**config.mk**
```make
export PLATFORM = sky130hd
export DESIGN_NAME = alu
export DESIGN_NICKNAME = d
export VERILOG_FILES = /design/src/cpu_pkg.sv /design/src/alu.sv
export SDC_FILE = /design/constraint.sdc
export NUM_CORES = 2
export LEC_CHECK = 0
export BUFFER_PORTS_ARGS = -buffer_cell sky130_fd_sc_hd__buf_4
export CORE_ASPECT_RATIO = 0.7
export CORE_MARGIN = 2
export CORE_UTILIZATION = 24
export DETAILED_ROUTE_END_ITERATION = 8
export GPL_ROUTABILITY_DRIVEN = 1
export SYNTH_ARGS = -nofsm -noshare
export SYNTH_HDL_FRONTEND = slang
export SYNTH_SLANG_ARGS = --single-unit
```
**constraint.sdc**
```tcl
create_clock -name vclk -period 7.24
set_clock_uncertainty 0.1 [all_clocks]
set_input_delay 0 -clock vclk [all_inputs]
set_output_delay 0 -clock vclk [all_outputs]
set_load 0.1 [all_outputs]
```
**src/cpu_pkg.sv**
```systemverilog
// shared core types; addresses are pc_w bits wide, so memory depths above 1024 words are not reachable
package cpu_pkg;

    localparam int xlen       = 32;
    localparam int pc_w       = 10;
    localparam int reg_addr_w = 5;
    localparam logic [reg_addr_w-1:0] link_reg = 5'd3; // return address register for jal

    typedef enum logic [5:0] {
        op_rtype = 6'd0,
        op_addi  = 6'd1,
        op_andi  = 6'd2,
        op_ori   = 6'd3,
        op_xori  = 6'd4,
        op_lw    = 6'd7,
        op_sw    = 6'd8,
        op_slti  = 6'd9,
        op_seq   = 6'd10,
        op_lui   = 6'd11,
        op_beq   = 6'd16,
        op_bne   = 6'd17,
        op_bgt   = 6'd18,
        op_bge   = 6'd19,
        op_blt   = 6'd20,
        op_ble   = 6'd21,
        op_j     = 6'd24,
        op_jal   = 6'd26
    } opcode_e;

    typedef enum logic [4:0] {
        alu_add, alu_sub, alu_and, alu_xor, alu_or, alu_not, alu_sll, alu_srl,
        alu_sne, alu_seq, alu_slt, alu_sle, alu_sgt, alu_sge, alu_lui,
        alu_mul_lo, alu_mul_hi, alu_bad
    } alu_op_e;

    // func field of R-type words
    localparam logic [5:0] fn_add    = 6'd0;
    localparam logic [5:0] fn_sub    = 6'd1;
    localparam logic [5:0] fn_and    = 6'd2;
    localparam logic [5:0] fn_or     = 6'd3;
    localparam logic [5:0] fn_not    = 6'd4;
    localparam logic [5:0] fn_xor    = 6'd5;
    localparam logic [5:0] fn_slt    = 6'd8;
    localparam logic [5:0] fn_sll    = 6'd9;
    localparam logic [5:0] fn_srl    = 6'd10;
    localparam logic [5:0] fn_mul_hi = 6'd11;
    localparam logic [5:0] fn_mul_lo = 6'd12;

    typedef struct packed {
        opcode_e                opcode;
        logic [reg_addr_w-1:0] dst;
        logic [reg_addr_w-1:0] src_a;
        logic [reg_addr_w-1:0] src_b;
        logic [4:0]            shamt;
        logic [5:0]            func;
    } r_fmt_t;

    typedef struct packed {
        opcode_e                opcode;
        logic [reg_addr_w-1:0] dst;   // second source for sw and branches
        logic [reg_addr_w-1:0] src_a;
        logic [15:0]           imm;
    } i_fmt_t;

    typedef struct packed {
        opcode_e     opcode;
        logic [25:0] target;
    } j_fmt_t;

    typedef union packed {
        r_fmt_t r_fields;
        i_fmt_t i_fields;
        j_fmt_t j_fields;
    } instr_u;

    typedef struct packed {
        logic reg_write;
        logic mem_write;
        logic use_imm;
        logic mem_to_reg;
        logic branch;
        logic jump;
        logic link;
        logic b_from_dst;
    } ctrl_t;

    typedef struct packed {
        logic            valid;
        logic            to_data; // 0 imem, 1 dmem
        logic [pc_w-1:0] addr;
        logic [xlen-1:0] data;
    } load_req_t;

endpackage

```
**src/alu.sv**
```systemverilog
// purely combinational; compares are signed and srl is logical, unknown ops return 32'hdeadbeef
`timescale 1ns/1ps

module alu import cpu_pkg::*; (
    input  logic [xlen-1:0] a,
    input  logic [xlen-1:0] b,
    input  logic [4:0]      shamt,
    input  alu_op_e         op,
    output logic [xlen-1:0] result
);

    logic signed [2*xlen-1:0] product;
    logic                     eq;
    logic                     lt;

    assign product = $signed(a) * $signed(b); // full 64-bit signed product
    assign eq      = (a == b);
    assign lt      = ($signed(a) < $signed(b));

    always_comb begin
        case (op)
            alu_add:    result = a + b;
            alu_sub:    result = a - b;
            alu_and:    result = a & b;
            alu_xor:    result = a ^ b;
            alu_or:     result = a | b;
            alu_not:    result = ~a;
            alu_sll:    result = a << shamt;
            alu_srl:    result = a >> shamt;
            alu_sne:    result = {{(xlen-1){1'b0}}, !eq};
            alu_seq:    result = {{(xlen-1){1'b0}}, eq};
            alu_slt:    result = {{(xlen-1){1'b0}}, lt};
            alu_sle:    result = {{(xlen-1){1'b0}}, lt | eq};
            alu_sgt:    result = {{(xlen-1){1'b0}}, !(lt | eq)};
            alu_sge:    result = {{(xlen-1){1'b0}}, !lt};
            alu_lui:    result = b << 16; // b is the extended immediate here
            alu_mul_lo: result = product[xlen-1:0];
            alu_mul_hi: result = product[2*xlen-1:xlen];
            default:    result = 32'hdeadbeef;
        endcase
    end

endmodule

```
==> key figures <==
Yosys
  • Avg Cell Area, Syn: 8.443 um2
  • Gate count of the mapped netlist: 5,151
  • Synth unique cells: 86
  • Register area share after synthesis: 0
  • Share of the synthesized area in the top cell type: 0.4990
  • Dominant cell type by area after synthesis: fa_1
  • Mapped Area: 43,490 um2
  • Yosys warning count: 0
  • Area contributors post-synth: fa_1, inv_1, ha_1
  • Syn nets: 6,590

Route
  • Drt pass-1 iters: 6
  • Initial drt markers: 4,930
  • Via count: 41.85k
  • ANT nets after route: 0
  • Drt drc: 0
  • Total wire length: 215.6 mm
  • Number of vias per cell: 5.088
  • DR WL/cell: 26.21 um

Final layout
  • Fin cells: 8,225
  • Final Util: 0.3201
  • Commonest cells after routing, fill and taps aside: fa_1, inv_1, buf_4, nand2_1, nor2_1
  • FILL cells: 18.64k
  • Layout cell share with drive strength beyond 1: 0.2637
  • Storage element area: 0 um2
  • Commonest non-fill, non-tap cell in the layout: fa_1
  • Final Cell Area: 57,530 um2
  • Layout area overhead: 32.27%
  • Multi-input logic area: 40,620 um2
  • Clk_buf instances: 0
  • Seq_cells: 0
  • Net count, final: 7,288

Worst setup path
  • Worst Path Required: 7.14 ns
  • CP arrival: 7.87 ns
  • Worst Setup Start Kind: primary input
  • Delay of the slowest critical-path stage: 0.59 ns
  • CP Class: in -> out
  • CP Max Fanout: 4
  • CP most frequent cell: fa_2
  • CP max-delay cell: fa_2
  • CP Capture Type: output pin

Global routing
  • Gr ovfl total: 0
  • First-pass GRT wire length: 310.4 mm
  • Largest net degree at the start of global routing: 73
  • Gr usage total: 0.2306
  • Vias in the first global route: 43.09k
  • Initial antenna violation count: 8

Placed design
  • GPL Wtd Cong: 1.022
  • IO Port Bufs: 106
  • Cell count after placement: 8,130
  • Placed cell area: 53,600 um2
  • Place WS: -1.075 ns
  • Placed wire-length estimate: 184.2 mm

Floorplan
  • Core Box Area: 179,700 um2
  • Die Y-Extent: 360.2 um
  • Die span in x: 512.8 um
  • Die area: 184,700 um2
  • Boundary Pins: 106
  • # rows: 130
  • Starting Density: 0.2420

STA
  • Endpoints failing setup: 28
  • Tightest Pin Transition: 1.313 ns
  • Final setup margin: -0.7337 ns
  • Slew Limit Fails: 0
  • Peak Freq: 125.4 MHz
  • Final Hold Viols: 0
  • Relative slew slack: 0.1246
  • Minimum clock period: 7.974 ns
  • RSZ-0062 raised after global routing: yes
  • Tcrit/Tclk final: 1.101

Hold path
  • Worst Hold Class: in -> out
  • Hold wc startpoint: op[3]
  • Hold Path End: result[0]
  • Hold path depth: 4

Clock network
  • Post-cts hold buffer count: 0

Outcome
  • Status: finished with violations
  • Failing checks: setup timing

Job
  • Max cap viols: 0
final cells by class:
| cell class | instances | share of cell area |
|---|---|---|
| Inverter | 1061 | 0.07249 |
| Multi-Input combinational cell | 3776 | 0.7061 |
| Timing Repair Buffer | 1010 | 0.1697 |
| Antenna cell | 2 | 0.00008700 |
| Tap cell | 2376 | 0.05168 |
critical path: cells and delay by family:
family	cells	cell delay [ns]
buffers and inverters	10	1.34
AOI/OAI and AO/OA	4	1.28
and+or+nand+nor	4	0.42
muxes	1	0.32
adders and majority gates	9	4.52
logic make-up (layout without fill, tap and decap cells):
family                     after synthesis  after routing  synth area share
buffers and inverters                 1375           2071            0.1193
AOI/OAI and AO/OA                      727            727            0.1112
xor gates and xnor gates                74             74           0.01490
muxes                                  125            125           0.03487
adders and majority gates             1365           1365            0.5798
other                                    0              2                 0
and+or+nand+nor                       1485           1485            0.1399
through the flow:
stage | setup TNS, ns | hold WS [ns]
floorplan | -4.865 | 0.4124
global route | -13.88 | 0.3835
global placement | -19.56 | 0.4120
CTS | -6.838 | 0.3685
finish | -9.423 | 0.3731
detailed placement | -19.28 | 0.4138
how the worst max path moves through the flow:
| stage | endpoint | slack [ns] | depth (start not counted) | from |
|---|---|---|---|---|
| 2_1_floorplan | result[19] | -1.10 | 28 | a[13] |
| 3_3_place_gp | result[19] | -1.07 | 28 | b[12] |
| 3_5_place_dp | result[19] | -1.08 | 28 | b[12] |
| 4_1_cts | result[19] | -0.65 | 29 | b[11] |
| 5_1_grt | result[19] | -0.83 | 28 | b[13] |
| 6_report | result[19] | -0.73 | 28 | a[5] |
synth_stat cells (11+ instances only):
cell,n
a211oi_1,22
buf_1,78
fa_1,1084
xor2_1,27
nand2_1,596
nor2_1,666
o21ai_0,164
a221o_1,20
nor2b_1,15
nand4_1,23
buf_2,15
and3_1,19
o2111ai_1,11
inv_1,1036
mux4_2,21
nand2b_1,30
o21a_1,13
o22ai_1,27
clkinv_1,23
o211ai_1,31
nor3_1,43
a22oi_1,14
o31ai_1,13
a31oi_1,24
clkbuf_1,220
a21o_1,56
o21bai_1,24
nor4_1,15
xnor2_1,47
nand3_1,35
ha_1,281
o221ai_1,21
a211o_1,20
mux2i_1,102
a21oi_1,167
a221oi_1,34
what timing repair did:
action,CTS,global route
resized for setup,568,226
endpoints found under the setup margin,32,32
pin swaps,165,143
setup buffers,62,37
cloned,3,2
metal layers:
metal / vias up / GRT usage / wire length, um
li1: 17340 / - / -
met1: 21420 / 0.3414 / 93550
met2: 2742 / 0.3114 / 82570
met3: 329 / 0.08229 / 32130
met4: 14 / 0.05964 / 7248
met5: - / 0 / 95
Power is left out: the tool's default activity adds up to more than one toggle a clock period on the data nets, which glitch-free logic cannot reach.
