`src/cpu_pkg.sv`:
```
// shared core types; addresses are pc_w bits wide, so memory depths above 1024 words are not reachable
package cpu_pkg;

    localparam int xlen       = 32;
    localparam int pc_w       = 10;
    localparam int reg_addr_w = 5;
    localparam logic [reg_addr_w-1:0] link_reg = 5'd3; // return address register for jal

    typedef enum logic [5:0] {
        op_rtype = 6'd0,
        op_addi  = 6'd1,
        op_andi  = 6'd2,
        op_ori   = 6'd3,
        op_xori  = 6'd4,
        op_lw    = 6'd7,
        op_sw    = 6'd8,
        op_slti  = 6'd9,
        op_seq   = 6'd10,
        op_lui   = 6'd11,
        op_beq   = 6'd16,
        op_bne   = 6'd17,
        op_bgt   = 6'd18,
        op_bge   = 6'd19,
        op_blt   = 6'd20,
        op_ble   = 6'd21,
        op_j     = 6'd24,
        op_jal   = 6'd26
    } opcode_e;

    typedef enum logic [4:0] {
        alu_add, alu_sub, alu_and, alu_xor, alu_or, alu_not, alu_sll, alu_srl,
        alu_sne, alu_seq, alu_slt, alu_sle, alu_sgt, alu_sge, alu_lui,
        alu_mul_lo, alu_mul_hi, alu_bad
    } alu_op_e;

    // func field of R-type words
    localparam logic [5:0] fn_add    = 6'd0;
    localparam logic [5:0] fn_sub    = 6'd1;
    localparam logic [5:0] fn_and    = 6'd2;
    localparam logic [5:0] fn_or     = 6'd3;
    localparam logic [5:0] fn_not    = 6'd4;
    localparam logic [5:0] fn_xor    = 6'd5;
    localparam logic [5:0] fn_slt    = 6'd8;
    localparam logic [5:0] fn_sll    = 6'd9;
    localparam logic [5:0] fn_srl    = 6'd10;
    localparam logic [5:0] fn_mul_hi = 6'd11;
    localparam logic [5:0] fn_mul_lo = 6'd12;

    typedef struct packed {
        opcode_e                opcode;
        logic [reg_addr_w-1:0] dst;
        logic [reg_addr_w-1:0] src_a;
        logic [reg_addr_w-1:0] src_b;
        logic [4:0]            shamt;
        logic [5:0]            func;
    } r_fmt_t;

    typedef struct packed {
        opcode_e                opcode;
        logic [reg_addr_w-1:0] dst;   // second source for sw and branches
        logic [reg_addr_w-1:0] src_a;
        logic [15:0]           imm;
    } i_fmt_t;

    typedef struct packed {
        opcode_e     opcode;
        logic [25:0] target;
    } j_fmt_t;

    typedef union packed {
        r_fmt_t r_fields;
        i_fmt_t i_fields;
        j_fmt_t j_fields;
    } instr_u;

    typedef struct packed {
        logic reg_write;
        logic mem_write;
        logic use_imm;
        logic mem_to_reg;
        logic branch;
        logic jump;
        logic link;
        logic b_from_dst;
    } ctrl_t;

    typedef struct packed {
        logic            valid;
        logic            to_data; // 0 imem, 1 dmem
        logic [pc_w-1:0] addr;
        logic [xlen-1:0] data;
    } load_req_t;

endpackage

```
`src/reg_file.sv`:
```
// register 0 is writable like any other; reads during a write return the previous value
`timescale 1ns/1ps

module reg_file import cpu_pkg::*; (
    input  logic                  clk,
    input  logic                  rst,
    input  logic [reg_addr_w-1:0] a_idx,
    input  logic [reg_addr_w-1:0] b_idx,
    input  logic [reg_addr_w-1:0] w_idx,
    input  logic                  we,
    input  logic [xlen-1:0]       wdata,
    output logic [xlen-1:0]       a_data,
    output logic [xlen-1:0]       b_data
);

    logic [xlen-1:0] regs [32];

    assign a_data = regs[a_idx];
    assign b_data = regs[b_idx];

    always_ff @(posedge clk) begin
        if (rst) begin
            for (int i = 0; i < 32; i++) begin
                regs[i] <= '0;
            end
        end else if (we) begin
            regs[w_idx] <= wdata;
        end
    end

endmodule

```
`config.mk`:
```
export PLATFORM = sky130hd
export DESIGN_NAME = reg_file
export DESIGN_NICKNAME = d
export VERILOG_FILES = /design/src/cpu_pkg.sv /design/src/reg_file.sv
export SDC_FILE = /design/constraint.sdc
export NUM_CORES = 2
export LEC_CHECK = 0
export ABC_AREA = 1
export BUFFER_PORTS_ARGS = -buffer_cell sky130_fd_sc_hd__buf_4
export CAP_MARGIN = 0
export CORE_MARGIN = 3
export CORE_UTILIZATION = 24
export DETAILED_ROUTE_END_ITERATION = 12
export MAX_ROUTING_LAYER = met4
export PLACE_DENSITY = 0.49
export SYNTH_ARGS = -nofsm -noshare
export SYNTH_HDL_FRONTEND = slang
export SYNTH_SLANG_ARGS = --single-unit
export TNS_END_PERCENT = 5
```
`constraint.sdc`:
```
create_clock -name clk -period 2.9 [get_ports clk]
set_input_delay 0.145 -clock clk [delete_from_list [all_inputs] [get_ports clk]]
set_output_delay 0.145 -clock clk [all_outputs]
set_load 0.02 [all_outputs]
```
==> flow_summary.yaml <==
clocking:
  tritoncts: "built"
  clock_tree.htree_level_count: 4
  cts_root_buf: "sky130_fd_sc_hd__clkbuf_16"
  cts_inserted_buffers: 130
  max-clock-path-buffers: 3
  clock_sink_count: 1024
  clk_transition_reported_paths_ns: 0.06
  number_of_buffers_added_for_setup_after_cts: 0
worst_setup_path:
  crit_chain: "nand2_1 > nand3_1 > nand3_1 > nand2_1 > nand2_1 > nand2_1 > nand2_1 > nand2_1 > buf_4"
  timing.critical_path.arrival_ns: 2.42
  critical_path.endpoint: "a_data[0]"
  worst_setup_path_startpoint: "regs[20][0]$_SDFFCE_PN0P_"
  timing.critical_path.to_type: "primary output"
  path_common_cell: "sky130_fd_sc_hd__nand2_1"
  worstSetupStartpointType: "register"
  critical-path-slowest-cell: "sky130_fd_sc_hd__edfxtp_1"
  critPathRequiredTime_ns: 2.76
  criticalPathCategory: "register to primary output"
  slowest_delay_ns: 0.43
  cp_max_fo: 2
layout:
  final_layout_size_suffix_gt1_frac: 0.0868
  largest_register: "regs"
  largest_reg_flops: 1024
  finish.net_count: 7163
  largestRegisters: "regs (1024)"
  areaGrowthSynthToFinish_pct: 15.5
timing:
  hold_violations: 0
  slew_viol_final: 0
  fin_crit_ns: 2.57
  totalNegativeSetupSlack_ns: 0
  max_freq_mhz: 390
  unrepaired_setup_endpoints_after_global_routing: "no"
  setup_viol_count_final: 0
  worst_max_slew_pin_slew_ns: 0.874
  slew_headroom: 0.417
  finalWorstSetupSlack_ns: 0.333
  period_share: 0.885
place:
  place_congestion: 0.885
  placement.setup.worst_slack_ns: 0.474
  buffer_ports.inserted: 113
  hpwlAfterDp_mm: 148
global_routing:
  antenna_violations_before_repair: 7
  globalRouteOverflowTotal: 0
  largest_net_degree_at_the_start_of_global_routing: 94
  grt_first_pass_wirelength_mm: 361
  grt.total_usage: 0.208
  vias_in_the_first_global_route: 50279
routing:
  routed_via_density: 5.14
  remaining_drc_errors: 0
  drt-total-wl_mm: 255
  drt.antenna.violating_nets: 0
  drt-pass1-iter-count: 8
  wl_per_cell_um: 24.6
  1st_iter_drt_viols: 7198
  dr_total_vias: 53246
logic_synthesis:
  synth-seq-cells: 1024
  synth-xor-area-share: 0
  synth-simple-area-share: 0.399
  synth_compound_gate_area_share: 0
  largest_family_of_logic_cells_by_synthesized_area: "simple AND/OR/NAND/NOR gates"
  netlist_area_before_placement_um2: 56900
  mean_instance_size_in_the_synthesized_netlist_um2: 7.88
  synth.yosys.seq_area_share: 0.540
  ys_warn_count: 0
  synth-adder-area-share: 0
  syn-instance-count: 7220
  synth_fp_nets: 7270
  synth.area.mux_share: 0
  synth_cell_types: 13
floorplanning:
  io_pins: 114
  rows: 178
  start_util: 0.242
  floorplan.die.width_um: 493
  dieArea_um2: 243000
  core_region_area_um2: 236000
  dieHeight_um: 493
pwr:
  net-switching-power_w: 0.0113
  power_frac_comb: 0.146
  power.share.clock: 0.404
  power_frac_seq: 0.450
  sw_frac_of_total: 0.289
  vdd_drop_max_uv: 441
  intPower_w: 0.0277
  areal_power_density_over_the_cells_nw_per_um2: 593
  static-leakage-power_nw: 27.1
outcome:
  outcome: "finished clean"
min_path:
  hp-class: "input port to register"
flow_run:
  maxCapViolations: 0
==> layer usage <==
layer / global-route usage / wire (um) / vias up / part of all wire
li1: - / - / 23539 / -
met1: 0.267 / 102000 / 25730 / 0.40
met2: 0.321 / 116000 / 3333 / 0.45
met3: 0.0314 / 23800 / 644 / 0.093
met4: 0.104 / 13700 / 0 / 0.054
met5: - / 0 / - / 0
==> layout make-up <==
type                    count  area (um2)
fillers                 25128      170000
flip-flops and latches   1024       30700
multi-input cells        5517       22900
well taps                3150        3940
repair buffers            392        3930
clock buffers             158        3460
clock inverters            72         564
inverters                  48         223
diodes                      5        12.5
==> synth_stat cells <==
master | instances | area share
sky130_fd_sc_hd__clkbuf_1 | 232 | 0.015
sky130_fd_sc_hd__nand2_1 | 2945 | 0.19
sky130_fd_sc_hd__inv_1 | 43 | 0.0028
sky130_fd_sc_hd__buf_1 | 43 | 0.0028
sky130_fd_sc_hd__edfxtp_1 | 1024 | 0.54
sky130_fd_sc_hd__nand3_1 | 1536 | 0.14
sky130_fd_sc_hd__buf_2 | 273 | 0.024
sky130_fd_sc_hd__buf_6 | 72 | 0.014
sky130_fd_sc_hd__nor3_1 | 8 | 0.00070
sky130_fd_sc_hd__buf_4 | 11 | 0.0015
sky130_fd_sc_hd__inv_2 | 5 | 0.00033
sky130_fd_sc_hd__nor3_4 | 4 | 0.0011
sky130_fd_sc_hd__nor2_1 | 1024 | 0.068
==> power by group through the flow <==
stage / Combinational, W / Clock, W / Sequential, W
floorplan: 0.00315 / 0 / 0.0177
global placement: 0.00559 / 0 / 0.0178
detailed placement: 0.00559 / 0 / 0.0178
CTS: 0.00563 / 0.0160 / 0.0175
global route: 0.00608 / 0.0165 / 0.0176
finish: 0.00568 / 0.0158 / 0.0175
==> worst min path at each step <==
stage	from	end	slack, ns	cells after the start
finish	wdata[28]	regs[1][28]$_SDFFCE_PN0P_	0.03	4
floorplan	wdata[2]	regs[3][2]$_SDFFCE_PN0P_	0.40	2
CTS	wdata[28]	regs[2][28]$_SDFFCE_PN0P_	0.006	4
detailed placement	wdata[20]	regs[20][20]$_SDFFCE_PN0P_	0.76	4
global route	wdata[28]	regs[2][28]$_SDFFCE_PN0P_	0.04	4
global placement	wdata[20]	regs[23][20]$_SDFFCE_PN0P_	0.76	4
==> cells in the final DEF (no fill, tap or decap), types with 6 or more instances in the layout <==
cell type,synthesis,final
sky130_fd_sc_hd__clkinv_1,0,32
sky130_fd_sc_hd__buf_12,0,72
sky130_fd_sc_hd__bufinv_16,0,6
sky130_fd_sc_hd__edfxtp_1,1024,1024
sky130_fd_sc_hd__nor2_1,1024,1024
sky130_fd_sc_hd__nor3_1,8,8
sky130_fd_sc_hd__nand2_1,2945,2881
sky130_fd_sc_hd__clkbuf_16,0,135
sky130_fd_sc_hd__clkbuf_1,232,23
sky130_fd_sc_hd__nand3_1,1536,1536
sky130_fd_sc_hd__clkinv_2,0,24
sky130_fd_sc_hd__dlygate4sd3_1,0,20
sky130_fd_sc_hd__inv_1,43,37
sky130_fd_sc_hd__buf_4,11,294
sky130_fd_sc_hd__nand2_2,0,64
==> cells by family (layout without fill, tap and decap cells) <==
family / count (synthesis) / in the layout
flops: 1024 / 1024
buf+inv: 679 / 670
simple gates: 5517 / 5517
other cells: 0 / 5
==> per-stage QoR <==
stage / util / hold WS [ns] / total power [W] / cells / instance area (um2)
floorplan: - / 0.396 / 0.0208 / 7220 / 56900
global placement: 0.261 / 0.758 / 0.0234 / 10111 / 61500
detailed placement: 0.261 / 0.762 / 0.0234 / 10111 / 61500
CTS: 0.279 / 0.00582 / 0.0391 / 10361 / 65700
global route: 0.279 / 0.0402 / 0.0402 / 10365 / 65700
finish: 0.279 / 0.0257 / 0.0390 / 10366 / 65700
==> worst max-delay path: cells and delay by family, from the launching register on <==
kind / cells / cell delay, ns
and+or+nand+nor: 8 / 0.93
DFF: 1 / 0.43
buffers and inverters: 1 / 0.26
==> what timing repair did <==
item	4_1_cts	5_1_grt
hold buffers	20	0
gates resized for setup	0	0
endpoints found under the hold margin	424	0
Power figures use the tool's default switching activity.
