$ cat config.mk
export PLATFORM = sky130hd
export DESIGN_NAME = decoder
export DESIGN_NICKNAME = d
export VERILOG_FILES = /design/src/cpu_pkg.sv /design/src/decoder.sv
export SDC_FILE = /design/constraint.sdc
export NUM_CORES = 1
export LEC_CHECK = 0
export BUFFER_PORTS_ARGS = -buffer_cell sky130_fd_sc_hd__buf_2
export CAP_MARGIN = 30
export CORE_MARGIN = 2
export CORE_UTILIZATION = 35
export DETAILED_ROUTE_END_ITERATION = 6
export GPL_ROUTABILITY_DRIVEN = 0
export PLACE_DENSITY = 0.73
export REMOVE_ABC_BUFFERS = 1
export SLEW_MARGIN = 20
export SYNTH_ARGS = -nofsm -noshare
export SYNTH_HDL_FRONTEND = slang
export SYNTH_SLANG_ARGS = --single-unit
$ cat constraint.sdc
create_clock -name vclk -period 3.3
set_input_delay 0.165 -clock vclk [all_inputs]
set_output_delay 0.165 -clock vclk [all_outputs]
set_load 0.01 [all_outputs]
$ cat src/cpu_pkg.sv
// shared core types; addresses are pc_w bits wide, so memory depths above 1024 words are not reachable
package cpu_pkg;

    localparam int xlen       = 32;
    localparam int pc_w       = 10;
    localparam int reg_addr_w = 5;
    localparam logic [reg_addr_w-1:0] link_reg = 5'd3; // return address register for jal

    typedef enum logic [5:0] {
        op_rtype = 6'd0,
        op_addi  = 6'd1,
        op_andi  = 6'd2,
        op_ori   = 6'd3,
        op_xori  = 6'd4,
        op_lw    = 6'd7,
        op_sw    = 6'd8,
        op_slti  = 6'd9,
        op_seq   = 6'd10,
        op_lui   = 6'd11,
        op_beq   = 6'd16,
        op_bne   = 6'd17,
        op_bgt   = 6'd18,
        op_bge   = 6'd19,
        op_blt   = 6'd20,
        op_ble   = 6'd21,
        op_j     = 6'd24,
        op_jal   = 6'd26
    } opcode_e;

    typedef enum logic [4:0] {
        alu_add, alu_sub, alu_and, alu_xor, alu_or, alu_not, alu_sll, alu_srl,
        alu_sne, alu_seq, alu_slt, alu_sle, alu_sgt, alu_sge, alu_lui,
        alu_mul_lo, alu_mul_hi, alu_bad
    } alu_op_e;

    // func field of R-type words
    localparam logic [5:0] fn_add    = 6'd0;
    localparam logic [5:0] fn_sub    = 6'd1;
    localparam logic [5:0] fn_and    = 6'd2;
    localparam logic [5:0] fn_or     = 6'd3;
    localparam logic [5:0] fn_not    = 6'd4;
    localparam logic [5:0] fn_xor    = 6'd5;
    localparam logic [5:0] fn_slt    = 6'd8;
    localparam logic [5:0] fn_sll    = 6'd9;
    localparam logic [5:0] fn_srl    = 6'd10;
    localparam logic [5:0] fn_mul_hi = 6'd11;
    localparam logic [5:0] fn_mul_lo = 6'd12;

    typedef struct packed {
        opcode_e                opcode;
        logic [reg_addr_w-1:0] dst;
        logic [reg_addr_w-1:0] src_a;
        logic [reg_addr_w-1:0] src_b;
        logic [4:0]            shamt;
        logic [5:0]            func;
    } r_fmt_t;

    typedef struct packed {
        opcode_e                opcode;
        logic [reg_addr_w-1:0] dst;   // second source for sw and branches
        logic [reg_addr_w-1:0] src_a;
        logic [15:0]           imm;
    } i_fmt_t;

    typedef struct packed {
        opcode_e     opcode;
        logic [25:0] target;
    } j_fmt_t;

    typedef union packed {
        r_fmt_t r_fields;
        i_fmt_t i_fields;
        j_fmt_t j_fields;
    } instr_u;

    typedef struct packed {
        logic reg_write;
        logic mem_write;
        logic use_imm;
        logic mem_to_reg;
        logic branch;
        logic jump;
        logic link;
        logic b_from_dst;
    } ctrl_t;

    typedef struct packed {
        logic            valid;
        logic            to_data; // 0 imem, 1 dmem
        logic [pc_w-1:0] addr;
        logic [xlen-1:0] data;
    } load_req_t;

endpackage

$ cat src/decoder.sv
// control flags are forced to zero while rst is high; unlisted opcodes decode as no-ops
`timescale 1ns/1ps

module decoder import cpu_pkg::*; (
    input  logic    rst,
    input  instr_u  instr,
    output ctrl_t   ctrl,
    output alu_op_e alu_op
);

    // control flags per opcode group
    always_comb begin
        ctrl = '0;
        if (!rst) begin
            case (instr.r_fields.opcode)
                op_rtype: begin
                    ctrl.reg_write = 1'b1;
                end
                op_addi, op_andi, op_ori, op_xori, op_slti, op_seq, op_lui: begin
                    ctrl.reg_write = 1'b1;
                    ctrl.use_imm   = 1'b1;
                end
                op_lw: begin
                    ctrl.reg_write  = 1'b1;
                    ctrl.use_imm    = 1'b1;
                    ctrl.mem_to_reg = 1'b1;
                end
                op_sw: begin
                    ctrl.mem_write  = 1'b1;
                    ctrl.use_imm    = 1'b1;
                    ctrl.b_from_dst = 1'b1; // store data comes from dst
                end
                op_beq, op_bne, op_bgt, op_bge, op_blt, op_ble: begin
                    ctrl.branch     = 1'b1;
                    ctrl.b_from_dst = 1'b1;
                end
                op_j: begin
                    ctrl.jump = 1'b1;
                end
                op_jal: begin
                    ctrl.jump      = 1'b1;
                    ctrl.link      = 1'b1;
                    ctrl.reg_write = 1'b1;
                end
                default: ctrl = '0;
            endcase
        end
    end

    // alu operation, from func for R-type
    always_comb begin
        case (instr.r_fields.opcode)
            op_rtype: begin
                case (instr.r_fields.func)
                    fn_add:    alu_op = alu_add;
                    fn_sub:    alu_op = alu_sub;
                    fn_and:    alu_op = alu_and;
                    fn_or:     alu_op = alu_or;
                    fn_not:    alu_op = alu_not;
                    fn_xor:    alu_op = alu_xor;
                    fn_slt:    alu_op = alu_slt;
                    fn_sll:    alu_op = alu_sll;
                    fn_srl:    alu_op = alu_srl;
                    fn_mul_hi: alu_op = alu_mul_hi;
                    fn_mul_lo: alu_op = alu_mul_lo;
                    default:   alu_op = alu_bad;
                endcase
            end
            op_addi, op_lw, op_sw: alu_op = alu_add; // address is src_a + imm
            op_andi: alu_op = alu_and;
            op_ori:  alu_op = alu_or;
            op_xori: alu_op = alu_xor;
            op_slti: alu_op = alu_slt;
            op_seq:  alu_op = alu_seq;
            op_lui:  alu_op = alu_lui;
            // branches yield the taken bit in result[0]
            op_beq:  alu_op = alu_seq;
            op_bne:  alu_op = alu_sne;
            op_bgt:  alu_op = alu_sgt;
            op_bge:  alu_op = alu_sge;
            op_blt:  alu_op = alu_slt;
            op_ble:  alu_op = alu_sle;
            default: alu_op = alu_bad;
        endcase
    end

endmodule

==> results.cfg, run 1 <==
[finish]
nFlopsAndLatches = 0
seqCellArea_um2 = 0
area_growth_pct = 20.39
fin_nets = 145
fillers = 173
multi_input_area_um2 = 521.8
nClkBuffers = 0
drive_above_1_share_pct = 28.85
fin_area_um2 = 686.9
diodes = 0

[pwr]
p_sw_mw = 0.04124
power_frac_seq_pct = 0
peakVddDrop_mv = 0.05145
comb_power_share_pct = 100.0
powerDensity_nw_per_um2 = 101.1
clkPwrFrac_pct = 0
leakagePower_nw = 0.3265
switching_share_pct = 59.38
p_int_mw = 0.02821

[floorplanning]
die_y_um = 44.38
start_util_pct = 37.44
coreArea_um2 = 1524
die-area_um2 = 1969
die_w_um = 44.38
io-pin-count = 46
row_count = 14

[timing]
period_needed_ns = 1.732
relSlewSlack_pct = 73.66
tns_ns = 0
finalCritPeriodShare_pct = 52.49
hold_violations = 0
setup_viol = 0
maxSlewViolCount = 0
tightest_slew_ns = 0.3943
max_freq_ghz = 0.5773
worst_slack_ns = 1.568
rsz0062_at_grt = no

[hold_path]
hp-class = input port to output port
min_from = instr[4]
hold-path-endpoint = alu_op[4]
hold_depth = 4

[detailed_routing]
drt-total-wl_mm = 1.362
drc = 0
ant_nets = 0
firstDrtPassIters = 4
routedWlPerCell_um = 11.35
drt-initial-drc-count = 9
avgViaCountPerCell = 5.617
vias = 674

[worst_setup_path]
path_class = input port to output port
worstPathRequired_ns = 3.13
worstSetupStartpointType = input port
path_delay_family = simple AND/OR/NAND/NOR gates
crit_slowest_cell = or4_4
crit_top_cell = buf_2
crit_fanout = 14
critPathBufInv = 2
arrival_ns = 1.57
cp_cell_sequence = buf_2 > or4_4 > nor3_4 > a22oi_1 > o311ai_0 > buf_2
crit_path_start = instr[27]
worstSetupEndpointType = output port
critPathMaxStageDelay_ns = 0.54

[global_routing]
met3_usage_pct = 0
grt-ovfl-total = 0
grt_usage_pct = 13.81
antenna_found_initial = 0
grt_max_degree = 15
met1_usage_pct = 18.29
grtUsageMet2_pct = 26.47
gr-max-usage-layer = met2
grt_pass1_wl_mm = 2.235
grt_pass1_vias = 556

[run]
maxCapViolations = 0

[place]
dp_hpwl_mm = 1.091
place_ws_ns = 1.573
placed_area_um2 = 686.9
io_buffers = 26

[synthesis]
synth.avg_cell_area_um2 = 6.792
synth-seq-area-share_pct = 0
synth.distinct_cells = 39
yosysWarnings = 0
post-synth-top-area-fraction_pct = 13.16
ys_top_cells_by_area = ha_1, nand2b_1, mux2i_1, nor2_1, a21oi_1
netlist_area_um2 = 570.5
yosysTopAreaCell = ha_1
syn_inst = 84

[status]
status = completed

[clock_tree]
postCtsSetupRepairBufs = 0
ctsHoldBuffers = 0
cts_resized = 0
[cells by family (layout without fill, tap and decap cells)]
kind of cell             Yosys count  in the layout  synth area share [%]
buffers and inverters             10             30                 8.551
AND/OR/NAND/NOR                   35             35                 35.53
AO/OA/AOI/OAI                     29             29                 35.96
adder cells (fa/ha/maj)            6              6                 13.16
XOR/XNOR                           1              1                 1.535
multiplexers                       3              3                 5.263
[synthesized netlist by cell type, types with 3 or more instances]
library cell,count
nand2b_1,8
nor2_1,7
ha_1,6
nand2_1,6
a21oi_1,5
inv_1,4
o21ai_0,4
a211oi_1,3
buf_2,3
mux2i_1,3
[area by class of cell]
class,instances,area share [%]
inverter,4,2.186
tap,16,2.914
timing repair buffer,26,18.94
multi-input combinational,74,75.96
[worst min-delay path, delay by kind of cell]
kind | cells | cell delay [ns]
and+or+nand+nor | 1 | 0.05
buffers and inverters | 2 | 0.20
AOI/OAI and AO/OA | 1 | 0.06
[power by group through the flow]
stage               clock network, mW  logic [mW]  registers [mW]
CTS                                 0      0.0697               0
floorplan                           0      0.0380               0
global placement                    0      0.0678               0
global route                        0      0.0775               0
finish                              0      0.0694               0
detailed placement                  0      0.0696               0
[per-layer routing]
metal  vias up  wire [um]  share of wire [%]
met4         0          0                  0
li1        349          -                  -
met1       306        607                 45
met5         -          0                  0
met3         0         72                5.3
met2        19        682                 50
[worst max-delay path by stage]
stage	cells past startpoint	end	slack, ns
6_report	6	alu_op[0]	1.57
5_1_grt	6	alu_op[0]	1.51
4_1_cts	6	alu_op[0]	1.57
3_5_place_dp	6	alu_op[0]	1.57
3_3_place_gp	6	alu_op[0]	1.62
2_1_floorplan	4	alu_op[2]	1.97
[layout by cell type (no fill, tap or decap), types with 3 or more instances in the layout]
cell and instances:
mux2i_1 3, ha_1 6, o21ai_0 4, a211oi_1 3, nor2_1 7, nand2_1 6, buf_2 26, a21oi_1 5
nand2b_1 8, inv_1 4
[metrics by stage]
step | utilization (%) | hold WS [ns] | std cells | total power [mW]
after floorplan | - | 0.3803 | 78 | 0.03802
after global placement | 45.07 | 0.6545 | 120 | 0.06776
after detailed placement | 45.07 | 0.6513 | 120 | 0.06958
after CTS | 45.07 | 0.6513 | 120 | 0.06974
after global routing | 45.07 | 0.6894 | 120 | 0.07746
final | 45.07 | 0.6470 | 120 | 0.06944
Note: power is estimated with default switching activity, not from simulation.
==> run 2: changes to the inputs <==
Clock period 3.3 ns to 1.7 ns, I/O delays scaled along.
==> results.cfg, run 2 (same netlist as run 1, synthesis figures left out) <==
[clock_tree]
postCtsSetupRepairBufs = 0
cts_resized = 0
ctsHoldBuffers = 0

[detailed_routing]
drt-total-wl_mm = 1.326
drt-initial-drc-count = 6
ant_nets = 0
drc = 0
avgViaCountPerCell = 5.504
firstDrtPassIters = 4
routedWlPerCell_um = 10.78
vias = 677

[finish]
fin_area_um2 = 709.4
fillers = 157
seqCellArea_um2 = 0
fin_cells = 123
drive_above_1_share_pct = 30.84
layout_common_cells = buf_2, nand2b_1, nor2_1
diodes = 0
fin_nets = 148
nClkBuffers = 0
final_common_cell = buf_2
area_growth_pct = 24.34
nFlopsAndLatches = 0

[timing]
setup_viol = 0
worst_slack_ns = 0.2582
tns_ns = 0
relSlewSlack_pct = 74.78
rsz0062_at_grt = no
hold_violations = 0
tightest_slew_ns = 0.3774
max_freq_ghz = 0.6936
finalCritPeriodShare_pct = 84.81
maxSlewViolCount = 0
period_needed_ns = 1.442

[floorplanning]
row_count = 14
coreArea_um2 = 1524
start_util_pct = 37.44
die-area_um2 = 1969
io-pin-count = 46
die_y_um = 44.38
die_w_um = 44.38

[global_routing]
antenna_found_initial = 0
grt_max_degree = 14
grt_pass1_vias = 583
grt_usage_pct = 13.90
grt_pass1_wl_mm = 2.249
grt-ovfl-total = 0

[status]
status = completed

[worst_setup_path]
worstSetupStartpointType = input port
path_class = input port to output port
arrival_ns = 1.36
worstPathRequired_ns = 1.62
worstSetupEndpointType = output port
cp_cell_sequence = buf_2 > or4_4 > nor3_4 > a22oi_1 > o311ai_0 > buf_2
crit_slowest_cell = or4_4
crit_top_cell = buf_2
crit_fanout = 4
critPathMaxStageDelay_ns = 0.54

[run]
maxCapViolations = 0

[pwr]
powerDensity_nw_per_um2 = 197.3
peakVddDrop_mv = 0.1120
leakagePower_nw = 0.3409

[place]
place_ws_ns = 0.2566
io_buffers = 26
placed_area_um2 = 709.4
dp_hpwl_mm = 1.058
dp_cells = 123

[hold_path]
hp-class = input port to output port
==> run 2: cell types whose count changed in the layout (fill, tap and decap cells not counted), sizes merged <==
cell / change
buf: +3
==> run 2: final cells by class <==
cell class	count	area [um2]	area share, %
Timing Repair Buffer	29	152.6	21.52
Multi-Input combinational cell	74	521.8	73.54
Inverter	4	15.01	2.116
Tap cell	16	20.02	2.822
==> run 2: worst paths after layout <==
check / start / end / slack (ns) / cells after the start
setup / recovery: instr[26] / alu_op[0] / 0.26 / 6
hold / removal: instr[5] / alu_op[4] / 0.49 / 4
==> run 2: critical path, delay by kind of cell <==
family,cells,cell delay [ns]
and+or+nand+nor,2,0.74
AOI/OAI and AO/OA,2,0.23
buffers and inverters,2,0.29
==> run 2: report_power, final <==
group          switching (mW)  leakage [nW]  internal [mW]
Clock                       0             0              0
Combinational          0.0804         0.341         0.0596
Sequential                  0             0              0
Total                  0.0804         0.341         0.0596
==> run 2: metrics by stage <==
stage          hold slack [ns]  total power, mW  utilization [%]
2_1_floorplan           0.2203          0.07380                -
3_3_place_gp            0.4948           0.1375            46.55
3_5_place_dp            0.4924           0.1402            46.55
4_1_cts                 0.4928           0.1407            46.55
5_1_grt                 0.5302           0.1580            46.55
6_report                0.4876           0.1400            46.55
==> run 2: metal layers <==
layer  up-vias  GRT usage [%]  wire length, um
met5         -              0                0
met4         0              0                0
met3         0              0               78
met2        22          27.35              641
met1       296          17.85              605
li1        359              -                -
