File: src/cpu_pkg.sv
// shared core types; addresses are pc_w bits wide, so memory depths above 1024 words are not reachable
package cpu_pkg;

    localparam int xlen       = 32;
    localparam int pc_w       = 10;
    localparam int reg_addr_w = 5;
    localparam logic [reg_addr_w-1:0] link_reg = 5'd3; // return address register for jal

    typedef enum logic [5:0] {
        op_rtype = 6'd0,
        op_addi  = 6'd1,
        op_andi  = 6'd2,
        op_ori   = 6'd3,
        op_xori  = 6'd4,
        op_lw    = 6'd7,
        op_sw    = 6'd8,
        op_slti  = 6'd9,
        op_seq   = 6'd10,
        op_lui   = 6'd11,
        op_beq   = 6'd16,
        op_bne   = 6'd17,
        op_bgt   = 6'd18,
        op_bge   = 6'd19,
        op_blt   = 6'd20,
        op_ble   = 6'd21,
        op_j     = 6'd24,
        op_jal   = 6'd26
    } opcode_e;

    typedef enum logic [4:0] {
        alu_add, alu_sub, alu_and, alu_xor, alu_or, alu_not, alu_sll, alu_srl,
        alu_sne, alu_seq, alu_slt, alu_sle, alu_sgt, alu_sge, alu_lui,
        alu_mul_lo, alu_mul_hi, alu_bad
    } alu_op_e;

    // func field of R-type words
    localparam logic [5:0] fn_add    = 6'd0;
    localparam logic [5:0] fn_sub    = 6'd1;
    localparam logic [5:0] fn_and    = 6'd2;
    localparam logic [5:0] fn_or     = 6'd3;
    localparam logic [5:0] fn_not    = 6'd4;
    localparam logic [5:0] fn_xor    = 6'd5;
    localparam logic [5:0] fn_slt    = 6'd8;
    localparam logic [5:0] fn_sll    = 6'd9;
    localparam logic [5:0] fn_srl    = 6'd10;
    localparam logic [5:0] fn_mul_hi = 6'd11;
    localparam logic [5:0] fn_mul_lo = 6'd12;

    typedef struct packed {
        opcode_e                opcode;
        logic [reg_addr_w-1:0] dst;
        logic [reg_addr_w-1:0] src_a;
        logic [reg_addr_w-1:0] src_b;
        logic [4:0]            shamt;
        logic [5:0]            func;
    } r_fmt_t;

    typedef struct packed {
        opcode_e                opcode;
        logic [reg_addr_w-1:0] dst;   // second source for sw and branches
        logic [reg_addr_w-1:0] src_a;
        logic [15:0]           imm;
    } i_fmt_t;

    typedef struct packed {
        opcode_e     opcode;
        logic [25:0] target;
    } j_fmt_t;

    typedef union packed {
        r_fmt_t r_fields;
        i_fmt_t i_fields;
        j_fmt_t j_fields;
    } instr_u;

    typedef struct packed {
        logic reg_write;
        logic mem_write;
        logic use_imm;
        logic mem_to_reg;
        logic branch;
        logic jump;
        logic link;
        logic b_from_dst;
    } ctrl_t;

    typedef struct packed {
        logic            valid;
        logic            to_data; // 0 imem, 1 dmem
        logic [pc_w-1:0] addr;
        logic [xlen-1:0] data;
    } load_req_t;

endpackage

File: src/pc_unit.sv
// word-addressed PC that wraps modulo 1024; a jump takes priority over a branch
`timescale 1ns/1ps

module pc_unit import cpu_pkg::*; (
    input  logic            clk,
    input  logic            rst,
    input  logic            jump,
    input  logic            branch,
    input  logic            taken,
    input  logic [pc_w-1:0] target,
    input  logic [15:0]     offset,
    output logic [pc_w-1:0] pc
);

    logic [pc_w-1:0] pc_seq;

    assign pc_seq = pc + pc_w'(1);

    always_ff @(posedge clk) begin
        if (rst) begin
            pc <= '0;
        end else if (jump) begin
            pc <= target;
        end else if (branch && taken) begin
            pc <= pc_seq + offset[pc_w-1:0]; // offset relative to PC+1
        end else begin
            pc <= pc_seq;
        end
    end

endmodule

File: config.mk
export PLATFORM = sky130hd
export DESIGN_NAME = pc_unit
export DESIGN_NICKNAME = d
export VERILOG_FILES = /design/src/cpu_pkg.sv /design/src/pc_unit.sv
export SDC_FILE = /design/constraint.sdc
export NUM_CORES = 1
export LEC_CHECK = 0
export ABC_AREA = 1
export BUFFER_PORTS_ARGS = -buffer_cell sky130_fd_sc_hd__clkbuf_2
export CORE_MARGIN = 3
export CORE_UTILIZATION = 45
export DETAILED_ROUTE_END_ITERATION = 8
export GPL_ROUTABILITY_DRIVEN = 0
export PLACE_DENSITY = 0.76
export SLEW_MARGIN = 5
export SYNTH_ARGS = -nofsm -noshare
export SYNTH_HDL_FRONTEND = slang
export SYNTH_SLANG_ARGS = --single-unit
File: constraint.sdc
create_clock -name clk -period 2.9 [get_ports clk]
set_clock_uncertainty 0.1 [all_clocks]
set_input_delay 0.29 -clock clk [delete_from_list [all_inputs] [get_ports clk]]
set_output_delay 0.29 -clock clk [all_outputs]
set_load 0.02 [all_outputs]
==> results by group, run 1 <==
Synthesis
  • Cell variety after synth: 29
  • Post-synthesis average cell area: 5.99 um^2
  • Post-Syn Nets: 227
  • Mapped Cells: 185
  • Post-synthesis register bit count: 10
  • Post-Syn Area: 0.00111 mm^2
  • Post-synthesis sequential area ratio: 18.1%
  • Number of synthesis warnings: 0

Setup path
  • Reg2reg path depth: 18
  • CP Launch Type: register
  • Crit path DAT: around 2600 ps
  • CP max FO: 6
  • Crit path required time: between 2000 and 3000 ps
  • Worst r2r dst: pc[9]
  • Setup CP Type: reg2reg
  • Flop2flop setup slack: between 400 and 500 ps
  • R2r startpoint: pc[0]
  • Setup crit end kind: register

STA
  • Slew HR: a little over two thirds
  • Least-Margin Pin Slew: 443 ps
  • Final Hold Fails: 0
  • RSZ-0062 raised after global routing: no
  • Hold_ws: roughly 150 ps
  • Final TNS setup: 0 ps
  • Final worst-path cycle share: 86.0%
  • Final setup violating endpoints: 0
  • FMAX: 401 MHz
  • Max Slew Vio Count: 0
  • Final Critical Period: 2490 ps

Layout
  • Filler cell count: between 200 and 250
  • Proportion of layout cells with a drive suffix above 1: a little over a fifth
  • Largest Register: pc
  • Synthesis-to-finish area growth: 19.8%
  • Largest registers: pc (10)
  • Antenna fix cells: 0
  • Largest register FFs: 10
  • Final net count: about 260
  • Final std cell area, no fill: about 0.0013 mm^2
  • Finished Core Util: 58.3%

Global route
  • First-pass GRT wire length: 4360 um
  • Total Routing Usage GR: 17.3%
  • Global route total overflow: 0
  • Largest net degree at the start of global routing: 18
  • Initial antenna violation count: 0
  • Vias in the first global route: 1022

Worst hold path
  • Hold path start: target[1]
  • Hold Path Sink: pc[1]
  • Worst hold path type: in2reg
  • WHS Path Cells: 3

Placement
  • Placed Area: 0.00131 mm^2
  • Detailed placement HPWL: 2220 um
  • Number of port buffers: 34

Routing
  • Antenna viol nets, final: 0
  • DR DRC count: 0
  • DR WL/cell: around 11 um
  • Initial DRC Count: 40
  • Drt total wl: 2670 um
  • Via density: 4.98
  • Via count: 1234
  • Initial DRT Pass Iterations: 4

Outcome
  • Status: complete, no violations

Clocking
  • Clock latency on the worst-skew pair: ~260 ps
  • Clock Path Buffers: 2
  • CTS buffer count: 3
  • CTS Root Cell: clkbuf_4
  • Reg clk slew, reported paths: 60 ps
  • # resized after CTS: 0
  • CTS tree: yes
  • Postcts setup bufs: 0
  • Htree depth: 1
  • Clock sinks: 10
  • Cts hold-fix bufs: 0

Die
  • Die width: 55.6 um
  • Die span in y: 55.6 um
  • Die area: 0.00310 mm^2
  • Initial Util: 48.7%
  • Row Count: 17
  • I/O pin count: 41
  • Core area: roughly 0.0023 mm^2

Power
  • Total power: around 0.00048 W
  • Switching Share: between 40 and 50%
  • Sequential share of power: 34.0%
  • Pleak: 0.772 nW
  • Pwr per Cell Area: 363 mW/mm^2
  • Net switching power: 0.000196 W
  • Comb power frac: between 40% and 50%
  • Clk network pwr share: 19.5%
  • Internal: 0.000286 W
  • IR Drop Worst-Case VDD: 310 uV

Job
  • Max Cap Viol: 0
## kinds of logic after synthesis
group           Yosys count  share of synthesized area (%)
compound gates           33                           17.7
xor+xnor                  4                           3.16
fa+ha+maj                11                           13.1
buf+inv                  38                           13.0
flops                    10                           18.1
simple gates             89                           35.0
## synthesized netlist by cell type
| library cell | n | share of area [%] |
|---|---|---|
| or2_1 | 1 | 0.56 |
| buf_2 | 1 | 0.45 |
| clkinv_1 | 1 | 0.34 |
| inv_2 | 3 | 1.0 |
| o21ai_1 | 6 | 2.7 |
| or2_2 | 1 | 0.56 |
| nor2_2 | 2 | 1.1 |
| clkbuf_1 | 1 | 0.34 |
| o211ai_1 | 3 | 2.0 |
| xor2_1 | 3 | 2.4 |
| nand4_1 | 4 | 2.3 |
| ha_1 | 10 | 11 |
| nand3_2 | 1 | 0.90 |
| dfxtp_1 | 10 | 18 |
| o21bai_1 | 2 | 1.4 |
| fa_1 | 1 | 1.8 |
| nor2_1 | 11 | 3.7 |
| a21oi_2 | 2 | 1.6 |
| nand3b_1 | 1 | 0.68 |
| o21ai_2 | 1 | 0.79 |
| a21oi_1 | 4 | 1.8 |
| nand2_1 | 50 | 17 |
| inv_1 | 32 | 11 |
| a21o_1 | 1 | 0.68 |
| nand3_1 | 17 | 7.7 |
| nand2_2 | 1 | 0.56 |
| o21ai_0 | 10 | 4.5 |
| a31oi_1 | 4 | 2.3 |
| xnor2_1 | 1 | 0.79 |
## critical path: stages, from the launching register on
cell and delay (ps):
dfxtp_1 370, ha_1 190, nand3_1 140, inv_2 110, nand2_1 70, o21ai_1 120, nand2_1 80, inv_1 70
ha_1 280, nand2_1 90, nand2_1 60, a21oi_1 200, nand3_1 110, nand2_1 90, nand3_1 70, nand2_1 70
nand3_1 70, nand2_1 80, inv_1 30
## final cells by class
cell class              instances  area [um^2]  area share [%]
multi-input cells             137          764            57.6
flip-flops and latches         10          200            15.1
repair buffers                 34          170            12.8
inverters                      36          135            10.2
well taps                      28         35.0            2.64
clock buffers                   3         22.5            1.70
## worst max-delay path by stage
stage / from / end
final: pc[0] / pc[9]
after global routing: pc[0] / pc[9]
after CTS: pc[0] / pc[9]
after detailed placement: pc[0] / pc[9]
after global placement: pc[0] / pc[9]
after floorplan: pc[0] / pc[9]
## cell usage in the layout, fill, tap and decap left out
cell type and n:
clkbuf_4 3, or2_2 1, o211ai_1 3, nor2_2 2, ha_1 10, inv_2 3
xnor2_1 1, clkbuf_2 34, o21ai_1 6, fa_1 1, nand2_2 1, a21oi_2 2
or2_1 1, nand3_1 17, clkinv_1 1, nand2_1 50, nand3b_1 1, o21ai_0 10
dfxtp_1 10, nor2_1 11, o21bai_1 2, inv_1 32, nand4_1 4, a31oi_1 4
nand3_2 1, o21ai_2 1, xor2_1 3, a21o_1 1, a21oi_1 4
## through the flow
step | instances | setup WS (ps)
global placement | 245 | 503
detailed placement | 245 | 444
finish | 248 | 406
global route | 248 | 86.1
CTS | 248 | 431
floorplan | 185 | 580
## power by group through the flow
stage	sequential [W]	combinational (W)	clock, W
4_1_cts	0.000163	0.000225	0.0000968
5_1_grt	0.000165	0.000256	0.000107
3_5_place_dp	0.000166	0.000224	0
3_3_place_gp	0.000166	0.000220	0
2_1_floorplan	0.000178	0.000150	0
6_report	0.000164	0.000224	0.0000940
## routing by layer
metal / global-route usage [%] / wire (um)
met1: 22.2 / 1250
met3: 5.34 / 174
met2: 28.7 / 1240
met4: 3.13 / 13
met5: 0 / 0
(Power assumes the default switching activity.)
==> run 2: changes to the inputs <==
--- a/config.mk
+++ b/config.mk
@@ -5,13 +5,13 @@
 export SDC_FILE = /design/constraint.sdc
 export NUM_CORES = 1
 export LEC_CHECK = 0
-export ABC_AREA = 1
+export ABC_AREA = 0
 export BUFFER_PORTS_ARGS = -buffer_cell sky130_fd_sc_hd__clkbuf_2
 export CORE_MARGIN = 3
 export CORE_UTILIZATION = 45
 export DETAILED_ROUTE_END_ITERATION = 8
 export GPL_ROUTABILITY_DRIVEN = 0
-export PLACE_DENSITY = 0.76
+export PLACE_DENSITY = 0.77
 export SLEW_MARGIN = 5
 export SYNTH_ARGS = -nofsm -noshare
 export SYNTH_HDL_FRONTEND = slang
==> run 2 against run 1 <==
Compared with the run above:
- register-to-register slack lost 290 ps
- highest routed layer unchanged
- largest power group unchanged
- setup slack lost 290 ps
- utilization rose by 4.4 points
- area after synthesis fell by 8.9%
==> results by group, run 2 <==
Outcome
  • Status: complete, no violations

Placement
  • Placed Area: 0.00122 mm^2 (-6.4%)
  • Number of port buffers: 34 (unchanged)
  • Cells after DPL: 191 (-22%)
  • Detailed placement HPWL: 2180 um (-1.7%)
  • Setup WS pre-CTS: 142 ps (-301 ps)

Routing
  • Via count: 1144 (-7.3%)
  • WL met3: 154 um (-11%)
  • Initial DRC Count: 25 (-38%)
  • Met2 wire len: 1370 um (+11%)
  • M1 WL: 1190 um (-5.0%)
  • Via density: 5.87 (+18%)
  • Initial DRT Pass Iterations: 4 (unchanged)
  • Antenna viol nets, final: 0 (unchanged)
  • DR WL/cell: 14.1 um (+31%)
  • Max layer used: met4
  • Drt total wl: 2750 um (+2.8%)
  • DR DRC count: 0 (unchanged)

Global route
  • Largest net degree at the start of global routing: 16 (-2)
  • Vias in the first global route: 994 (-2.7%)
  • Initial antenna violation count: 0 (unchanged)
  • First-pass GRT wire length: 4110 um (-5.8%)
  • Global route total overflow: 0 (unchanged)
  • Total Routing Usage GR: 19.3% (+2.0 points)

Setup path
  • CP max FO: 7 (+1)
  • Setup crit end kind: register
  • CP peak stage delay: 430 ps (+60 ps)
  • Worst setup path startpoint: pc[4]
  • CP cell instances: and3_1 -> nand3_1 -> xnor2_2 -> ha_1 -> and3_2 -> a221oi_1 -> buf_4 -> o21ai_0 -> o41ai_2
  • R2r startpoint: pc[4]
  • CP Launch Type: register
  • Setup CP Type: reg2reg
  • Slowest cell on the critical path: dfxtp_1
  • Crit path DAT: 2840 ps (+280 ps)
  • Crit path required time: 2950 ps (-20 ps)

Synthesis
  • Synth top area share: 19.8% (+1.8 points)
  • Mapped Cells: 131 (-29%)
  • Post-synthesis sequential area ratio: 19.8% (+1.8 points)
  • Number of synthesis warnings: 0 (unchanged)
  • Post-Syn Nets: 173 (-24%)
  • Area contributors post-synth: dfxtp_1 20%, ha_1 12%, xnor2_1 7.8%, nand2_1 5.9%, a21oi_1 5.5%
  • Post-synthesis register bit count: 10 (unchanged)
  • Fraction of registers with async set/reset: 0% (unchanged)
  • Top post-synthesis cells by count: 16 x nand2_1, 11 x a21oi_1, 10 x dfxtp_1, 10 x ha_1, 10 x nor2_1
  • Post-synth EDFFs: 0 (unchanged)
  • Area leader, netlist: dfxtp_1
  • Cell variety after synth: 38 (+31%)
  • Post-synthesis average cell area: 7.71 um^2 (+29%)
  • Ys flop type: dfxtp_1
  • Post-Syn Area: 0.00101 mm^2 (-8.9%)
  • Most common cell in the netlist: nand2_1

STA
  • Setup ws final: 111 ps (-294 ps)
  • Final worst-path cycle share: 96.2% (+10 points)
  • Least-Margin Pin Slew: 407 ps (-36.1 ps)
  • Final Critical Period: 2790 ps (+294 ps)
  • Final Hold Fails: 0 (unchanged)
  • FMAX: 359 MHz (-11%)
  • Final setup violating endpoints: 0 (unchanged)
  • Slew HR: 72.8% (+2.4 points)
  • Max Slew Vio Count: 0 (unchanged)

Worst hold path
  • Worst hold path type: in2reg
  • Hold path start: target[6]

Die
  • Initial Util: 49.4% (+0.74 points)
  • Die span in y: 53.4 um (-4.1%)
  • I/O pin count: 41 (unchanged)
  • Die width: 53.4 um (-4.1%)
  • Row Count: 16 (-1)
  • Core area: 0.00204 mm^2 (-10%)
  • Die area: 0.00285 mm^2 (-8.0%)

Clocking
  • Clock Path Buffers: 2 (unchanged)
  • Postcts setup bufs: 0 (unchanged)
  • CTS Root Cell: clkbuf_4
  • CTS buffer count: 3 (unchanged)
  • Reg clk slew, reported paths: 60 ps (about the same)
  • CTS tree: yes
  • Clock latency on the worst-skew pair: 260 ps (about the same)
  • Clock sinks: 10 (unchanged)
  • # resized after CTS: 0 (unchanged)
  • Cts hold-fix bufs: 0 (unchanged)
  • Htree depth: 1 (unchanged)

Layout
  • Proportion of layout cells with a drive suffix above 1: 29.8% (+7.9 points)
  • Filler cell count: 190 (-21%)
  • Largest register FFs: 10 (unchanged)
  • Largest Register: pc
  • Commonest non-fill, non-tap cell in the layout: clkbuf_2
  • Synthesis-to-finish area growth: 26.9%
  • Final net count: 211 (-20%)
  • Final cell count without fillers: 195 (-21%)
  • Most frequent cells in the layout: 34 x clkbuf_2, 16 x nand2_1, 11 x a21oi_1, 10 x nor2_1, 10 x ha_1
  • Sequential standard cell area: 201 um^2 (+0.62%)
  • Antenna fix cells: 0 (unchanged)
  • Finished Core Util: 62.7% (+4.4 points)
  • Multi-input logic area: 802 um^2 (+4.9%)
  • Largest registers: pc (10)
  • Final std cell area, no fill: 0.00128 mm^2 (-3.5%)

Job
  • Max Cap Viol: 0 (unchanged)

Power
  • Pleak: 0.613 nW (-21%)
  • Pwr per Cell Area: 395 mW/mm^2 (+8.7%)
  • Total power: 0.000506 W (+4.9%)
  • IR Drop Worst-Case VDD: 184 uV (-41%)
## run 2: changes by cell type after synthesis, sizes merged, moves of 3 or more
cell / delta
a21o: +3
a21oi: +5
a221oi: +4
a31oi: -3
and3: +3
clkbuf: +3
inv: -31
nand2: -35
nand3: -12
nor2: -3
nor4: +3
o21ai: -11
xnor2: +8
## run 2: through the flow
stage,setup TNS (ps),hold slack (ps)
6_report,0,170
5_1_grt,-46.6,172
4_1_cts,0,162
3_5_place_dp,0,433
3_3_place_gp,0,431
2_1_floorplan,0,292
## run 2: where the power goes
group          internal [W]  switching [W]
Combinational     0.0000991       0.000122
Sequential         0.000150      0.0000136
Clock             0.0000762      0.0000454
Total              0.000325       0.000181
## run 2: layout make-up
class                   instances  share of cell area (%)
multi-input cells             113                    62.6
clock buffers                   4                    2.83
flip-flops and latches         10                    15.7
inverters                       4                    1.17
well taps                      27                    2.64
repair buffers                 37                    15.0
## run 2: path summary, 6_finish.rpt
path	end	slack (ps)	depth (start not counted)
setup reg to reg	pc[8]	110	9
hold reg to reg	pc[0]	640	4
setup / recovery	pc[8]	110	9
hold / removal	pc[6]	170	3
## run 2: logic make-up (layout without fill, tap and decap cells)
group | count (synthesis) | after routing | synth area share, %
flip-flops | 10 | 10 | 19.8
XOR/XNOR | 11 | 11 | 9.54
buffers and inverters | 8 | 45 | 2.97
adder cells (fa/ha/maj) | 11 | 11 | 14.4
AO/OA/AOI/OAI | 39 | 39 | 26.9
AND/OR/NAND/NOR | 52 | 52 | 26.4
## run 2: metal layers
| layer | global-route usage (%) | vias up |
|---|---|---|
| met5 | 0 | - |
| met3 | 1.13 | 4 |
| li1 | - | 575 |
| met4 | 8.94 | 0 |
| met2 | 32.9 | 40 |
| met1 | 24.5 | 525 |
## run 2: critical path, delay by kind of cell (launching register included)
family	cells	cell delay [ps]
AOI/OAI and AO/OA	3	830
buffers and inverters	1	190
DFF	1	430
xor gates and xnor gates	1	250
adders and majority gates	1	350
and+or+nand+nor	3	520
==> run 3: changes to the inputs <==
--- a/config.mk
+++ b/config.mk
@@ -6,12 +6,13 @@
 export NUM_CORES = 1
 export LEC_CHECK = 0
 export ABC_AREA = 0
-export BUFFER_PORTS_ARGS = -buffer_cell sky130_fd_sc_hd__clkbuf_2
+export CORE_ASPECT_RATIO = 0.5
 export CORE_MARGIN = 3
-export CORE_UTILIZATION = 45
+export CORE_UTILIZATION = 35
 export DETAILED_ROUTE_END_ITERATION = 8
+export DONT_BUFFER_PORTS = 1
 export GPL_ROUTABILITY_DRIVEN = 0
-export PLACE_DENSITY = 0.77
+export PLACE_DENSITY = 0.51
 export SLEW_MARGIN = 5
 export SYNTH_ARGS = -nofsm -noshare
 export SYNTH_HDL_FRONTEND = slang
==> run 3 against run 2 <==
Compared with the run above:
- first-iteration DRC count is 56% higher
- sequential power hardly changed
- count of clock-buffer cells in the layout is 1 lower
- utilization is 19 points lower
- critical path type unchanged
==> results by group, run 3 (synthesized netlist as in run 2, its figures left out) <==
Outcome
  • Status: complete, no violations

Setup path
  • CP cell instances: ha_1 -> nand3_1 -> xnor2_1 -> ha_1 -> a21o_1 -> a31o_1 -> or4_4 -> and3_1 -> o221ai_2
  • Crit-path leading delay family: simple AND/OR/NAND/NOR gates
  • Crit path DAT: 2750 ps (-90 ps)
  • Slowest cell on the critical path: or4_4
  • CP peak stage delay: 520 ps (+90 ps)
  • CP most frequent cell: ha_1
  • Crit path required time: 2960 ps (about the same)
  • Crit path buffers/inverters: 0 (-1)
  • CP Launch Type: register
  • Setup CP Type: reg2reg
  • CP max FO: 5 (-2)
  • Setup crit end kind: register

Layout
  • Proportion of layout cells with a drive suffix above 1: 14.4% (-15 points)
  • Final net count: 183 (-13%)
  • Synthesis-to-finish area growth: 14.9%
  • Largest Register: pc
  • Final cell count without fillers: 176 (-9.7%)
  • Largest register FFs: 10 (unchanged)
  • Largest registers: pc (10)
  • Commonest non-fill, non-tap cell in the layout: nand2_1
  • Most frequent cells in the layout: 16 x nand2_1, 11 x a21oi_1, 10 x nor2_1
  • Antenna fix cells: 0 (unchanged)

Power
  • IR Drop Worst-Case VDD: 179 uV (-2.9%)
  • Total power: 0.000495 W (-2.1%)
  • Pleak: 0.479 nW (-22%)
  • Pwr per Cell Area: 427 mW/mm^2 (+8.2%)

Clocking
  • Clock sinks: 10 (unchanged)
  • Clock latency on the worst-skew pair: 230 ps (-30 ps)
  • CTS Root Cell: clkbuf_8
  • Clock Path Buffers: 2 (unchanged)
  • Htree depth: 1 (unchanged)
  • CTS tree: yes
  • CTS buffer count: 3 (unchanged)
  • Reg clk slew, reported paths: 40 ps (-20 ps)
  • Cts hold-fix bufs: 0 (unchanged)

Die
  • I/O pin count: 41 (unchanged)
  • Core area: 0.00267 mm^2 (+31%)
  • Die width: 82.0 um (+54%)
  • Initial Util: 37.9% (-12 points)
  • Die span in y: 44.0 um (-18%)
  • Row Count: 13 (-3)
  • Die area: 0.00360 mm^2 (+27%)

STA
  • Slew HR: 70.5% (-2.3 points)
  • Final worst-path cycle share: 92.8% (-3.3 points)
  • Setup ws final: 207 ps (+96.2 ps)
  • FMAX: 371 MHz (+3.6%)
  • Final Critical Period: 2690 ps (-96.2 ps)
  • Hold_ws: 30.4 ps (-139 ps)
  • Final TNS setup: 0 ps (unchanged)
  • RSZ-0062 raised after global routing: no
  • Max Slew Vio Count: 0 (unchanged)
  • Final Hold Fails: 0 (unchanged)
  • Least-Margin Pin Slew: 441 ps (+34.4 ps)
  • Final setup violating endpoints: 0 (unchanged)

Global route
  • Total Routing Usage GR: 15.5% (-3.8 points)
  • Initial antenna violation count: 0 (unchanged)
  • First-pass GRT wire length: 4170 um (+1.7%)
  • Vias in the first global route: 885 (-11%)
  • Global route total overflow: 0 (unchanged)
  • Largest net degree at the start of global routing: 16 (unchanged)

Placement
  • Cells after DPL: 173 (-9.4%)
  • Setup WS pre-CTS: 175 ps (+32.4 ps)
  • Number of port buffers: 0 (-100%)
  • Detailed placement HPWL: 2240 um (+2.7%)

Routing
  • Drt total wl: 2640 um (-4.0%)
  • DR DRC count: 0 (unchanged)
  • Initial DRC Count: 39 (+56%)
  • Initial DRT Pass Iterations: 4 (unchanged)
  • Via density: 5.73 (-2.4%)
  • Antenna viol nets, final: 0 (unchanged)
  • DR WL/cell: 15.0 um (+6.4%)
  • Via count: 1008 (-12%)

Job
  • Max Cap Viol: 0 (unchanged)

Worst hold path
  • Worst hold path type: in2reg
-- run 3: changes by cell type in the layout (fill, tap and decap cells not counted), moves of 2 or more --
cell	before	now
xnor2_2	2	0
buf_4	3	9
clkbuf_2	34	0
clkbuf_8	1	3
xnor2_1	7	9
clkbuf_4	3	0
-- run 3: power by group --
| group | switching, W | internal [W] | total, W | leakage (nW) |
|---|---|---|---|---|
| logic | 0.000104 | 0.0000883 | 0.000193 | 0.374 |
| registers | 0.0000140 | 0.000150 | 0.000164 | 0.0834 |
| clock network | 0.0000478 | 0.0000903 | 0.000138 | 0.0216 |
-- run 3: path summary, 6_finish.rpt --
| kind | startpoint | end | slack, ps | depth (start not counted) |
|---|---|---|---|---|
| worst max-delay path | pc[0] | pc[9] | 210 | 9 |
| worst min-delay path | rst | pc[3] | 30 | 1 |
| worst max register to register | pc[0] | pc[9] | 210 | 9 |
| worst min register to register | pc[3] | pc[3] | 570 | 3 |
-- run 3: layout make-up --
| class | count | area [um^2] |
|---|---|---|
| fill | 278 | 1510 |
| clock buffer | 3 | 41.3 |
| multi-input combinational | 113 | 788 |
| inverter | 4 | 15.0 |
| timing repair buffer | 9 | 67.6 |
| sequential | 10 | 201 |
| tap | 37 | 46.3 |
-- run 3: layer usage --
layer | routed length (um) | vias to the layer above | global-route usage, % | share of wire [%]
met4 | 0 | 0 | 0.993 | 0
met5 | 0 | - | 0 | 0
met2 | 1070 | 32 | 20.2 | 41
met3 | 231 | 0 | 7.26 | 8.8
li1 | - | 517 | - | -
met1 | 1330 | 459 | 23.6 | 51
-- run 3: stage by stage --
step           cell area, um^2  util, %
2_1_floorplan             1010        -
3_3_place_gp              1110     41.6
3_5_place_dp              1110     41.6
4_1_cts                   1150     43.1
5_1_grt                   1160     43.5
6_report                  1160     43.5
-- run 3: repair_timing --
action                                  4_1_cts  5_1_grt
gates resized for setup                       0        3
endpoints found under the setup margin        0        1
setup buffers                                 0        0
